===== src/vec_lane_pkg.sv =====
////////////////////////////////////////////////////////////
// Types and sizes shared by every block of the vector lane
// Index and length widths follow MaxVlLimit, not MaxVl
////////////////////////////////////////////////////////////
`default_nettype none

package vec_lane_pkg;

  ////////////////////////////////////////////////////////////
  // Sizes
  ////////////////////////////////////////////////////////////

  localparam int unsigned ElemWidth  = 32;
  localparam int unsigned NrVRegs    = 8;
  localparam int unsigned MaxVlLimit = 16;

  typedef logic [ElemWidth-1:0]               elem_t;
  typedef logic [$clog2(NrVRegs)-1:0]         vreg_t;
  typedef logic [$clog2(MaxVlLimit)-1:0]      vidx_t;
  // Holds 1 to MaxVlLimit
  typedef logic [$clog2(MaxVlLimit+1)-1:0]    vlen_t;

  ////////////////////////////////////////////////////////////
  // Instructions
  ////////////////////////////////////////////////////////////

  typedef enum logic [2:0] {
    OP_ADD   = 3'd0,
    OP_SUB   = 3'd1,
    OP_AND   = 3'd2,
    OP_OR    = 3'd3,
    OP_XOR   = 3'd4,
    OP_STORE = 3'd5
  } lane_op_e;

  typedef struct packed {
    lane_op_e op;
    vreg_t    vd;
    vreg_t    vs1;
    vreg_t    vs2;
    vlen_t    vl;
  } lane_insn_t;

  ////////////////////////////////////////////////////////////
  // Datapath payloads
  ////////////////////////////////////////////////////////////

  // One element address in the register file
  typedef struct packed {
    vreg_t vreg;
    vidx_t idx;
  } vrf_addr_t;

  typedef struct packed {
    lane_op_e op;
    vreg_t    vd;
    vidx_t    idx;
    logic     last;
    elem_t    opa;
    elem_t    opb;
  } alu_entry_t;

  typedef struct packed {
    vreg_t vd;
    vidx_t idx;
    logic  last;
    elem_t data;
  } alu_result_t;

  typedef struct packed {
    vreg_t vreg;
    vidx_t idx;
    elem_t data;
  } ld_write_t;

  // Same layout as ld_write_t, used on the internal write port
  typedef struct packed {
    vreg_t vreg;
    vidx_t idx;
    elem_t data;
  } vrf_write_t;

endpackage : vec_lane_pkg

`default_nettype wire


===== src/vec_lane.sv =====
////////////////////////////////////////////////////////////
// Single vector lane, one instruction in flight at a time
// MaxVl 1 to 16, QueueDepth at least 2
////////////////////////////////////////////////////////////
`timescale 1ns/1ps
`default_nettype none

module vec_lane #(
  parameter int unsigned MaxVl      = 4,
  parameter int unsigned QueueDepth = 4
) (
  input  logic                     clk_i,
  input  logic                     rst_ni,
  // Sequencer port
  input  vec_lane_pkg::lane_insn_t insn_i,
  input  logic                     insn_valid_i,
  output logic                     insn_ready_o,
  output logic                     insn_done_o,
  // Load unit
  input  logic                     ld_req_i,
  input  vec_lane_pkg::ld_write_t  ld_data_i,
  output logic                     ld_gnt_o,
  // Store unit
  output vec_lane_pkg::elem_t      stu_operand_o,
  output logic                     stu_valid_o,
  input  logic                     stu_ready_i
);
  import vec_lane_pkg::*;

  vrf_addr_t   rd_addr_a, rd_addr_b;
  elem_t       rd_data_a, rd_data_b;
  vrf_write_t  vrf_wr;
  logic        vrf_wr_en;
  alu_entry_t  alu_meta, alu_push_entry, alu_entry;
  logic        alu_push, alu_space, alu_entry_valid, alu_pop;
  logic        stu_push, stu_space, stu_pop;
  alu_result_t alu_result;
  logic        alu_result_valid, alu_last_wb;

  ////////////////////////////////////////////////////////////
  // Decode and register file
  ////////////////////////////////////////////////////////////

  vec_lane_sequencer #(.MaxVl(MaxVl)) i_sequencer (
    .clk_i        (clk_i       ),
    .rst_ni       (rst_ni      ),
    .insn_i       (insn_i      ),
    .insn_valid_i (insn_valid_i),
    .insn_ready_o (insn_ready_o),
    .insn_done_o  (insn_done_o ),
    .rd_addr_a_o  (rd_addr_a   ),
    .rd_addr_b_o  (rd_addr_b   ),
    .alu_space_i  (alu_space   ),
    .stu_space_i  (stu_space   ),
    .alu_push_o   (alu_push    ),
    .alu_meta_o   (alu_meta    ),
    .stu_push_o   (stu_push    ),
    .alu_last_wb_i(alu_last_wb )
  );

  vec_lane_vrf #(.MaxVl(MaxVl)) i_vrf (
    .clk_i      (clk_i    ),
    .rst_ni     (rst_ni   ),
    .rd_addr_a_i(rd_addr_a),
    .rd_addr_b_i(rd_addr_b),
    .rd_data_a_o(rd_data_a),
    .rd_data_b_o(rd_data_b),
    .wr_en_i    (vrf_wr_en),
    .wr_i       (vrf_wr   )
  );

  ////////////////////////////////////////////////////////////
  // Operand queues
  ////////////////////////////////////////////////////////////

  // Operands join the delayed metadata here
  always_comb begin
    alu_push_entry     = alu_meta;
    alu_push_entry.opa = rd_data_a;
    alu_push_entry.opb = rd_data_b;
  end

  vec_lane_operand_queue #(.QueueDepth(QueueDepth), .T(alu_entry_t)) i_alu_queue (
    .clk_i  (clk_i          ),
    .rst_ni (rst_ni         ),
    .push_i (alu_push       ),
    .data_i (alu_push_entry ),
    .pop_i  (alu_pop        ),
    .data_o (alu_entry      ),
    .valid_o(alu_entry_valid),
    .space_o(alu_space      )
  );

  assign stu_pop = stu_valid_o && stu_ready_i;

  vec_lane_operand_queue #(.QueueDepth(QueueDepth), .T(elem_t)) i_stu_queue (
    .clk_i  (clk_i        ),
    .rst_ni (rst_ni       ),
    .push_i (stu_push     ),
    .data_i (rd_data_a    ),
    .pop_i  (stu_pop      ),
    .data_o (stu_operand_o),
    .valid_o(stu_valid_o  ),
    .space_o(stu_space    )
  );

  ////////////////////////////////////////////////////////////
  // Execute and result
  ////////////////////////////////////////////////////////////

  vec_lane_alu i_alu (
    .clk_i         (clk_i           ),
    .rst_ni        (rst_ni          ),
    .entry_i       (alu_entry       ),
    .entry_valid_i (alu_entry_valid ),
    .pop_o         (alu_pop         ),
    .result_o      (alu_result      ),
    .result_valid_o(alu_result_valid)
  );

  vec_lane_writeback i_writeback (
    .clk_i        (clk_i           ),
    .rst_ni       (rst_ni          ),
    .alu_result_i (alu_result      ),
    .alu_valid_i  (alu_result_valid),
    .ld_req_i     (ld_req_i        ),
    .ld_data_i    (ld_data_i       ),
    .ld_gnt_o     (ld_gnt_o        ),
    .wr_en_o      (vrf_wr_en       ),
    .wr_o         (vrf_wr          ),
    .alu_last_wb_o(alu_last_wb     )
  );

endmodule : vec_lane

`default_nettype wire


===== src/vec_lane_alu.sv =====
////////////////////////////////////////////////////////////
// Execute stage, one element per cycle with no stall input
// Results are registered and carry their target with them
////////////////////////////////////////////////////////////
`timescale 1ns/1ps
`default_nettype none

module vec_lane_alu (
  input  logic                      clk_i,
  input  logic                      rst_ni,
  input  vec_lane_pkg::alu_entry_t  entry_i,
  input  logic                      entry_valid_i,
  output logic                      pop_o,
  output vec_lane_pkg::alu_result_t result_o,
  output logic                      result_valid_o
);
  import vec_lane_pkg::*;

  elem_t       res;
  alu_result_t result_q;
  logic        result_valid_q;

  // Write-back always takes ALU results, so every entry pops at once
  assign pop_o = entry_valid_i;

  always_comb begin
    unique case (entry_i.op)
      OP_ADD:  res = entry_i.opa + entry_i.opb;
      OP_SUB:  res = entry_i.opa - entry_i.opb;
      OP_AND:  res = entry_i.opa & entry_i.opb;
      OP_OR:   res = entry_i.opa | entry_i.opb;
      OP_XOR:  res = entry_i.opa ^ entry_i.opb;
      default: res = '0;
    endcase
  end

  always_ff @(posedge clk_i or negedge rst_ni) begin
    if (!rst_ni) begin
      result_valid_q <= 1'b0;
    end else begin
      result_valid_q <= entry_valid_i;
    end
  end

  always_ff @(posedge clk_i) begin
    if (entry_valid_i) begin
      result_q <= '{vd: entry_i.vd, idx: entry_i.idx, last: entry_i.last, data: res};
    end
  end

  assign result_o       = result_q;
  assign result_valid_o = result_valid_q;

  ////////////////////////////////////////////////////////////
  // Assertions
  ////////////////////////////////////////////////////////////

  // Stores are steered to the store queue by the sequencer
  a_no_store_op : assert property (@(posedge clk_i) disable iff (!rst_ni)
    entry_valid_i |-> entry_i.op != OP_STORE);

endmodule : vec_lane_alu

`default_nettype wire


===== src/vec_lane_operand_queue.sv =====
////////////////////////////////////////////////////////////
// Circular FIFO, QueueDepth >= 2. space_o needs two free
// slots to cover one push already in flight
////////////////////////////////////////////////////////////
`timescale 1ns/1ps
`default_nettype none

module vec_lane_operand_queue #(
  parameter int unsigned QueueDepth = 4,
  parameter type         T          = logic
) (
  input  logic clk_i,
  input  logic rst_ni,
  input  logic push_i,
  input  T     data_i,
  input  logic pop_i,
  output T     data_o,
  output logic valid_o,
  output logic space_o
);

  localparam int unsigned PtrW = $clog2(QueueDepth);
  localparam int unsigned CntW = $clog2(QueueDepth + 1);

  T                mem_q [QueueDepth];
  logic [PtrW-1:0] wr_ptr_q, rd_ptr_q;
  logic [CntW-1:0] cnt_q;

  always_ff @(posedge clk_i or negedge rst_ni) begin
    if (!rst_ni) begin
      wr_ptr_q <= '0;
      rd_ptr_q <= '0;
      cnt_q    <= '0;
    end else begin
      if (push_i) begin
        wr_ptr_q <= (wr_ptr_q == PtrW'(QueueDepth - 1)) ? '0 : wr_ptr_q + PtrW'(1);
      end
      if (pop_i) begin
        rd_ptr_q <= (rd_ptr_q == PtrW'(QueueDepth - 1)) ? '0 : rd_ptr_q + PtrW'(1);
      end
      // Simultaneous push and pop leave the count alone
      if (push_i && !pop_i) begin
        cnt_q <= cnt_q + CntW'(1);
      end else if (pop_i && !push_i) begin
        cnt_q <= cnt_q - CntW'(1);
      end
    end
  end

  always_ff @(posedge clk_i) begin
    if (push_i) begin
      mem_q[wr_ptr_q] <= data_i;
    end
  end

  assign data_o  = mem_q[rd_ptr_q];
  assign valid_o = cnt_q != '0;
  assign space_o = cnt_q <= CntW'(QueueDepth - 2);

  ////////////////////////////////////////////////////////////
  // Assertions
  ////////////////////////////////////////////////////////////

  a_no_overflow : assert property (@(posedge clk_i) disable iff (!rst_ni)
    push_i && !pop_i |-> cnt_q < CntW'(QueueDepth));

  a_no_underflow : assert property (@(posedge clk_i) disable iff (!rst_ni)
    pop_i |-> valid_o);

endmodule : vec_lane_operand_queue

`default_nettype wire


===== src/vec_lane_sequencer.sv =====
////////////////////////////////////////////////////////////
// Decode stage. One instruction at a time, one element read
// per cycle. Read data arrives one cycle after the address
////////////////////////////////////////////////////////////
`timescale 1ns/1ps
`default_nettype none

module vec_lane_sequencer #(
  parameter int unsigned MaxVl = 4
) (
  input  logic                     clk_i,
  input  logic                     rst_ni,
  input  vec_lane_pkg::lane_insn_t insn_i,
  input  logic                     insn_valid_i,
  output logic                     insn_ready_o,
  output logic                     insn_done_o,
  output vec_lane_pkg::vrf_addr_t  rd_addr_a_o,
  output vec_lane_pkg::vrf_addr_t  rd_addr_b_o,
  input  logic                     alu_space_i,
  input  logic                     stu_space_i,
  output logic                     alu_push_o,
  output vec_lane_pkg::alu_entry_t alu_meta_o,
  output logic                     stu_push_o,
  input  logic                     alu_last_wb_i
);
  import vec_lane_pkg::*;

  lane_insn_t insn_q;
  alu_entry_t meta_q;
  vidx_t      cnt_q;
  logic       busy_q, issuing_q;
  logic       push_q, push_store_q, done_q;
  logic       accept, issue, is_store, last_elem, finish;

  assign accept    = insn_valid_i && !busy_q;
  assign is_store  = insn_q.op == OP_STORE;
  assign last_elem = vlen_t'(cnt_q) == insn_q.vl - vlen_t'(1);
  // Stall while the target queue cannot absorb one more read
  assign issue     = busy_q && issuing_q && (is_store ? stu_space_i : alu_space_i);
  // Stores end at the last read, ALU ops at the last write-back
  assign finish    = (issue && last_elem && is_store) || alu_last_wb_i;

  always_ff @(posedge clk_i or negedge rst_ni) begin
    if (!rst_ni) begin
      busy_q       <= 1'b0;
      issuing_q    <= 1'b0;
      cnt_q        <= '0;
      push_q       <= 1'b0;
      push_store_q <= 1'b0;
      done_q       <= 1'b0;
    end else begin
      push_q       <= issue;
      push_store_q <= is_store;
      done_q       <= finish;
      if (accept) begin
        busy_q    <= 1'b1;
        issuing_q <= 1'b1;
        cnt_q     <= '0;
      end else begin
        if (issue) begin
          // Wrap to zero so the idle read address stays in range
          cnt_q <= last_elem ? '0 : cnt_q + vidx_t'(1);
          if (last_elem) begin
            issuing_q <= 1'b0;
          end
        end
        if (finish) begin
          busy_q <= 1'b0;
        end
      end
    end
  end

  // Metadata travels one cycle behind the read address
  always_ff @(posedge clk_i) begin
    if (accept) begin
      insn_q <= insn_i;
    end
    if (issue) begin
      meta_q <= '{op: insn_q.op, vd: insn_q.vd, idx: cnt_q, last: last_elem,
                  opa: '0, opb: '0};
    end
  end

  assign insn_ready_o = !busy_q;
  assign insn_done_o  = done_q;
  assign rd_addr_a_o  = '{vreg: insn_q.vs1, idx: cnt_q};
  assign rd_addr_b_o  = '{vreg: insn_q.vs2, idx: cnt_q};
  assign alu_push_o   = push_q && !push_store_q;
  assign stu_push_o   = push_q && push_store_q;
  assign alu_meta_o   = meta_q;

  ////////////////////////////////////////////////////////////
  // Assertions
  ////////////////////////////////////////////////////////////

  // Nothing new enters while reads of the running instruction remain
  a_no_accept_busy : assert property (@(posedge clk_i) disable iff (!rst_ni)
    accept |-> !issuing_q);

  a_vl_range : assert property (@(posedge clk_i) disable iff (!rst_ni)
    accept |-> (insn_i.vl != '0 && insn_i.vl <= MaxVl));

endmodule : vec_lane_sequencer

`default_nettype wire


===== src/vec_lane_vrf.sv =====
////////////////////////////////////////////////////////////
// Register file slice, NrVRegs x MaxVl elements
// Registered reads, a write and read of one address in a
// cycle return the old data
////////////////////////////////////////////////////////////
`timescale 1ns/1ps
`default_nettype none

module vec_lane_vrf #(
  parameter int unsigned MaxVl = 4
) (
  input  logic                     clk_i,
  input  logic                     rst_ni,
  input  vec_lane_pkg::vrf_addr_t  rd_addr_a_i,
  input  vec_lane_pkg::vrf_addr_t  rd_addr_b_i,
  output vec_lane_pkg::elem_t      rd_data_a_o,
  output vec_lane_pkg::elem_t      rd_data_b_o,
  input  logic                     wr_en_i,
  input  vec_lane_pkg::vrf_write_t wr_i
);
  import vec_lane_pkg::*;

  localparam int unsigned IdxW = (MaxVl > 1) ? $clog2(MaxVl) : 1;

  elem_t mem_q [NrVRegs][MaxVl];
  elem_t rd_data_a_q, rd_data_b_q;

  always_ff @(posedge clk_i or negedge rst_ni) begin
    if (!rst_ni) begin
      for (int r = 0; r < NrVRegs; r++) begin
        for (int e = 0; e < MaxVl; e++) begin
          mem_q[r][e] <= '0;
        end
      end
    end else if (wr_en_i) begin
      mem_q[wr_i.vreg][wr_i.idx[IdxW-1:0]] <= wr_i.data;
    end
  end

  always_ff @(posedge clk_i) begin
    rd_data_a_q <= mem_q[rd_addr_a_i.vreg][rd_addr_a_i.idx[IdxW-1:0]];
    rd_data_b_q <= mem_q[rd_addr_b_i.vreg][rd_addr_b_i.idx[IdxW-1:0]];
  end

  assign rd_data_a_o = rd_data_a_q;
  assign rd_data_b_o = rd_data_b_q;

  ////////////////////////////////////////////////////////////
  // Assertions
  ////////////////////////////////////////////////////////////

  // Sequencer counter and load unit both stay inside the slice
  a_rd_idx : assert property (@(posedge clk_i) disable iff (!rst_ni)
    rd_addr_a_i.idx < MaxVl && rd_addr_b_i.idx < MaxVl);

  a_wr_idx : assert property (@(posedge clk_i) disable iff (!rst_ni)
    wr_en_i |-> wr_i.idx < MaxVl);

endmodule : vec_lane_vrf

`default_nettype wire


===== src/vec_lane_writeback.sv =====
////////////////////////////////////////////////////////////
// Result stage. ALU results own the write port, loads get
// the idle cycles. A load request must hold until granted
////////////////////////////////////////////////////////////
`timescale 1ns/1ps
`default_nettype none

module vec_lane_writeback (
  input  logic                      clk_i,
  input  logic                      rst_ni,
  input  vec_lane_pkg::alu_result_t alu_result_i,
  input  logic                      alu_valid_i,
  input  logic                      ld_req_i,
  input  vec_lane_pkg::ld_write_t   ld_data_i,
  output logic                      ld_gnt_o,
  output logic                      wr_en_o,
  output vec_lane_pkg::vrf_write_t  wr_o,
  output logic                      alu_last_wb_o
);
  import vec_lane_pkg::*;

  // Fixed priority
  assign ld_gnt_o = ld_req_i && !alu_valid_i;
  assign wr_en_o  = alu_valid_i || ld_req_i;

  always_comb begin
    if (alu_valid_i) begin
      wr_o.vreg = alu_result_i.vd;
      wr_o.idx  = alu_result_i.idx;
      wr_o.data = alu_result_i.data;
    end else begin
      wr_o.vreg = ld_data_i.vreg;
      wr_o.idx  = ld_data_i.idx;
      wr_o.data = ld_data_i.data;
    end
  end

  // Lands in this cycle, the sequencer reports done on the next
  assign alu_last_wb_o = alu_valid_i && alu_result_i.last;

  ////////////////////////////////////////////////////////////
  // Assertions
  ////////////////////////////////////////////////////////////

  // Load side keeps its request and payload while it waits
  a_ld_hold : assert property (@(posedge clk_i) disable iff (!rst_ni)
    ld_req_i && !ld_gnt_o |=> ld_req_i && $stable(ld_data_i));

endmodule : vec_lane_writeback

`default_nettype wire

===== config.mk =====
export PLATFORM = sky130hd
export DESIGN_NAME = vec_lane
export DESIGN_NICKNAME = d
export VERILOG_FILES = /design/src/vec_lane_pkg.sv /design/src/vec_lane.sv /design/src/vec_lane_alu.sv /design/src/vec_lane_operand_queue.sv /design/src/vec_lane_sequencer.sv /design/src/vec_lane_vrf.sv /design/src/vec_lane_writeback.sv
export SDC_FILE = /design/constraint.sdc
export NUM_CORES = 2
export LEC_CHECK = 0
export ABC_AREA = 1
export BUFFER_PORTS_ARGS = -buffer_cell sky130_fd_sc_hd__buf_2
export CORE_MARGIN = 4
export CORE_UTILIZATION = 25
export CTS_BUF_LIST = sky130_fd_sc_hd__clkbuf_4
export DETAILED_ROUTE_END_ITERATION = 10
export SLEW_MARGIN = 20
export SYNTH_ARGS = -nofsm -noshare
export SYNTH_HDL_FRONTEND = slang
export SYNTH_HIERARCHICAL = 1
export SYNTH_SLANG_ARGS = --single-unit

===== constraint.sdc =====
create_clock -name clk_i -period 3.8 [get_ports clk_i]
set_clock_uncertainty 0.1 [all_clocks]
set_input_delay 0.76 -clock clk_i [delete_from_list [all_inputs] [get_ports clk_i]]
set_output_delay 0.76 -clock clk_i [all_outputs]
set_load 0.03 [all_outputs]

==> flow_summary_export.csv <==
group,metric,value,unit
run_status,outcome,"completed",
setup_path,critPathArrivalTime,4.78,ns
power,p_leak,44.1,nW
timing,fmax,0.265,GHz
route,wl_per_cell,18.3,um
floorplanning,initial_core_util,25.1,%
global_route,antenna_found_initial,17,
placed_design,hpwl,167000,um
clock_tree,cts.clk_slew.worst_paths,0.06,ns
power,p_total,87.9,mW
clock_tree,clock_path_buffers,4,
timing,worstMarginPinSlew,1.10,ns
route,wl,288000,um
setup_path,cp_slowest_stage_delay,0.56,ns
setup_path,slowest_stage,"dfrtp_4",
clock_tree,cts_root_buf,"clkbuf_4",
power,ir_drop,0.537,mV
route,drt-vias-per-instance,4.80,
clock_tree,h-tree-depth,5,
timing,hold-worst-slack,0.206,ns
logic_synthesis,synthesis.nets,11100,
clock_tree,cts_buffers,433,
min_path,hold_path.class,"in -> reg",
global_route,grt_use_total,16.1,%
setup_path,crit_family,"simple AND/OR/NAND/NOR gates",
route,postRouteAntennaNets,0,
timing,finalHoldViolations,0,
route,drc,0,
global_route,grt_pass1_wl,438000,um
clock_tree,clock_latency,1.40,ns
logic_synthesis,synth_cells,10900,
logic_synthesis,synth.avg_cell_area,7.67,um^2
clock_tree,cts_tree,"done",
timing,rsz0062_at_grt,"true",
cells_and_area,syn_to_final_growth,15.5,%
setup_path,critPathLaunchType,"register",
run,drv_cap,0,
power,powerDensity,908,nW/um^2
floorplanning,die_w,587,um
floorplanning,die_h,587,um
cells_and_area,num-nets-final,11200,
timing,setup_tns,0,ns
timing,min_period,3.77,ns
setup_path,cp_num_buf_inv,4,
setup_path,crit_required,4.81,ns
floorplanning,core_area,334000,um^2
floorplanning,num_io_pins,97,
timing,relSlewSlack,26.5,%
cells_and_area,utilization,29.0,%
setup_path,end_kind,"register",
timing,maxSlewViolCount,0,
floorplanning,rows,212,
route,vias,75700,
route,drtPass1Iterations,8,
cells_and_area,drive_above_1_share,12.5,%
clock_tree,clock_sinks,1596,
global_route,gr-total-overflow,0,
global_route,grt_max_degree,163,
floorplanning,fp.dieArea,344000,um^2
placed_design,dp_slack,-0.0956,ns
timing,worst_slack,0.0263,ns
placed_design,place_congestion,0.882,
setup_path,cp_max_fo,9,
logic_synthesis,netlist_area,83800,um^2
logic_synthesis,ys_warn_count,6,
route,drtIter0Drc,7696,
timing,setup_violations,0,
setup_path,cp_cell_sequence,"inv_6 -> buf_12 -> o211ai_1 -> nand2_2 -> nor2_4 -> buf_4 -> nand2_1 -> nor2_2 -> buf_4 -> nand3_1 -> xor2_1 -> nand2_1 -> o21ai_0 -> ha_1 -> nand2_2 -> nor2_2 -> and2_1 -> nand3_1 -> nand3_1 -> nand2_1 -> nand3_1 -> nand2_1",
setup_path,critPathKind,"reg -> reg",
timing,period_share,99.3,%
global_route,grt_pass1_vias,70800,
placed_design,port_buffers,94,
==> through the flow <==
step | instances | instance area [um^2]
after floorplan | 10900 | 83800
after global placement | 14900 | 90000
after detailed placement | 14900 | 90000
after CTS | 15800 | 96200
after global routing | 15800 | 96700
final | 15800 | 96700
==> area by class of cell <==
| type | instances | area, um^2 |
|---|---|---|
| fillers | 35900 | 237000 |
| flip-flops and latches | 1596 | 42100 |
| multi-input cells | 7999 | 36800 |
| well taps | 4387 | 5490 |
| repair buffers | 514 | 4870 |
| clock buffers | 637 | 4780 |
| inverters | 494 | 1930 |
| clock inverters | 141 | 729 |
| diodes | 10 | 25.0 |
| repair inverters | 2 | 20.0 |
==> placed cells by master, fill, tap and decap left out, types with 112 or more instances in the layout <==
cell type,n
nand2_1,4468
clkbuf_4,637
a21oi_1,192
edfxtp_1,484
o211ai_1,162
buf_4,276
nand3_1,1587
dfrtp_1,1043
clkinv_1,112
inv_1,452
nor2_1,243
o21ai_0,829
==> tightest hold or removal path, stage by stage <==
cell     delay [ns]
buf_2          0.08
nand2_2        0.07
nand2_1        0.23
inv_1          0.07
buf_4          0.25
o21ai_1        0.17
==> path summary, 6_finish.rpt <==
kind,startpoint,end,slack (ns),depth (start not counted)
min in group asynchronous,rst_ni,i_vrf/mem_q[438]$_DFFE_PN0P_,0.61,4
max reg2reg,i_alu_queue/rd_ptr_q[0]$_DFFE_PN0P_,i_alu/result_o[25]$_SDFFCE_PN0P_,0.03,22
min reg2reg,i_vrf/rd_data_b_o[6]$_DFF_P_,i_alu_queue/mem_q[0][6]$_DFFE_PP_,0.37,0
min,ld_data_i[2],i_vrf/mem_q[866]$_DFFE_PN0P_,0.21,6
max,i_alu_queue/rd_ptr_q[0]$_DFFE_PN0P_,i_alu/result_o[25]$_SDFFCE_PN0P_,0.03,22
max in group asynchronous,rst_ni,i_sequencer/cnt_q[0]$_DFFE_PN0P_,2.11,4
==> flip-flops by register name (all words and copies together) (netlist names), 4 cells and up <==
| signal | cells |
|---|---|
| i_vrf/rd_data_a_o | 32 |
| i_sequencer/cnt_q | 4 |
| i_alu/result_o | 38 |
| i_stu_queue/mem_q | 128 |
| i_alu_queue/mem_q | 292 |
| i_sequencer/alu_meta_o | 9 |
| i_vrf/mem_q | 1024 |
| i_sequencer/insn_q | 11 |
| i_vrf/rd_data_b_o | 32 |
==> per-layer routing <==
| metal | track usage [%] | up-vias | share of wire, % |
|---|---|---|---|
| met2 | 25.2 | 3395 | 44 |
| met4 | 5.44 | 4 | 2.9 |
| met3 | 3.54 | 560 | 9.1 |
| met1 | 22.0 | 35500 | 43 |
| li1 | - | 36200 | - |
| met5 | 0 | - | 0.0094 |
==> repair_timing <==
| item | CTS | global route |
|---|---|---|
| setup buffers | 3 | 8 |
| hold buffers | 52 | 0 |
| pin swaps | 6 | 29 |
| gates resized for setup | 35 | 114 |
| gates cloned | 2 | 0 |
| setup endpoints to repair | 44 | 31 |
| endpoints found under the hold margin | 1344 | 0 |
==> power by group <==
group	leakage (nW)	internal, mW	switching, mW
sequential	18.4	24.5	4.76
combinational	22.3	14.4	28.6
clock	3.28	8.07	7.43
Power figures use the tool's default switching activity.
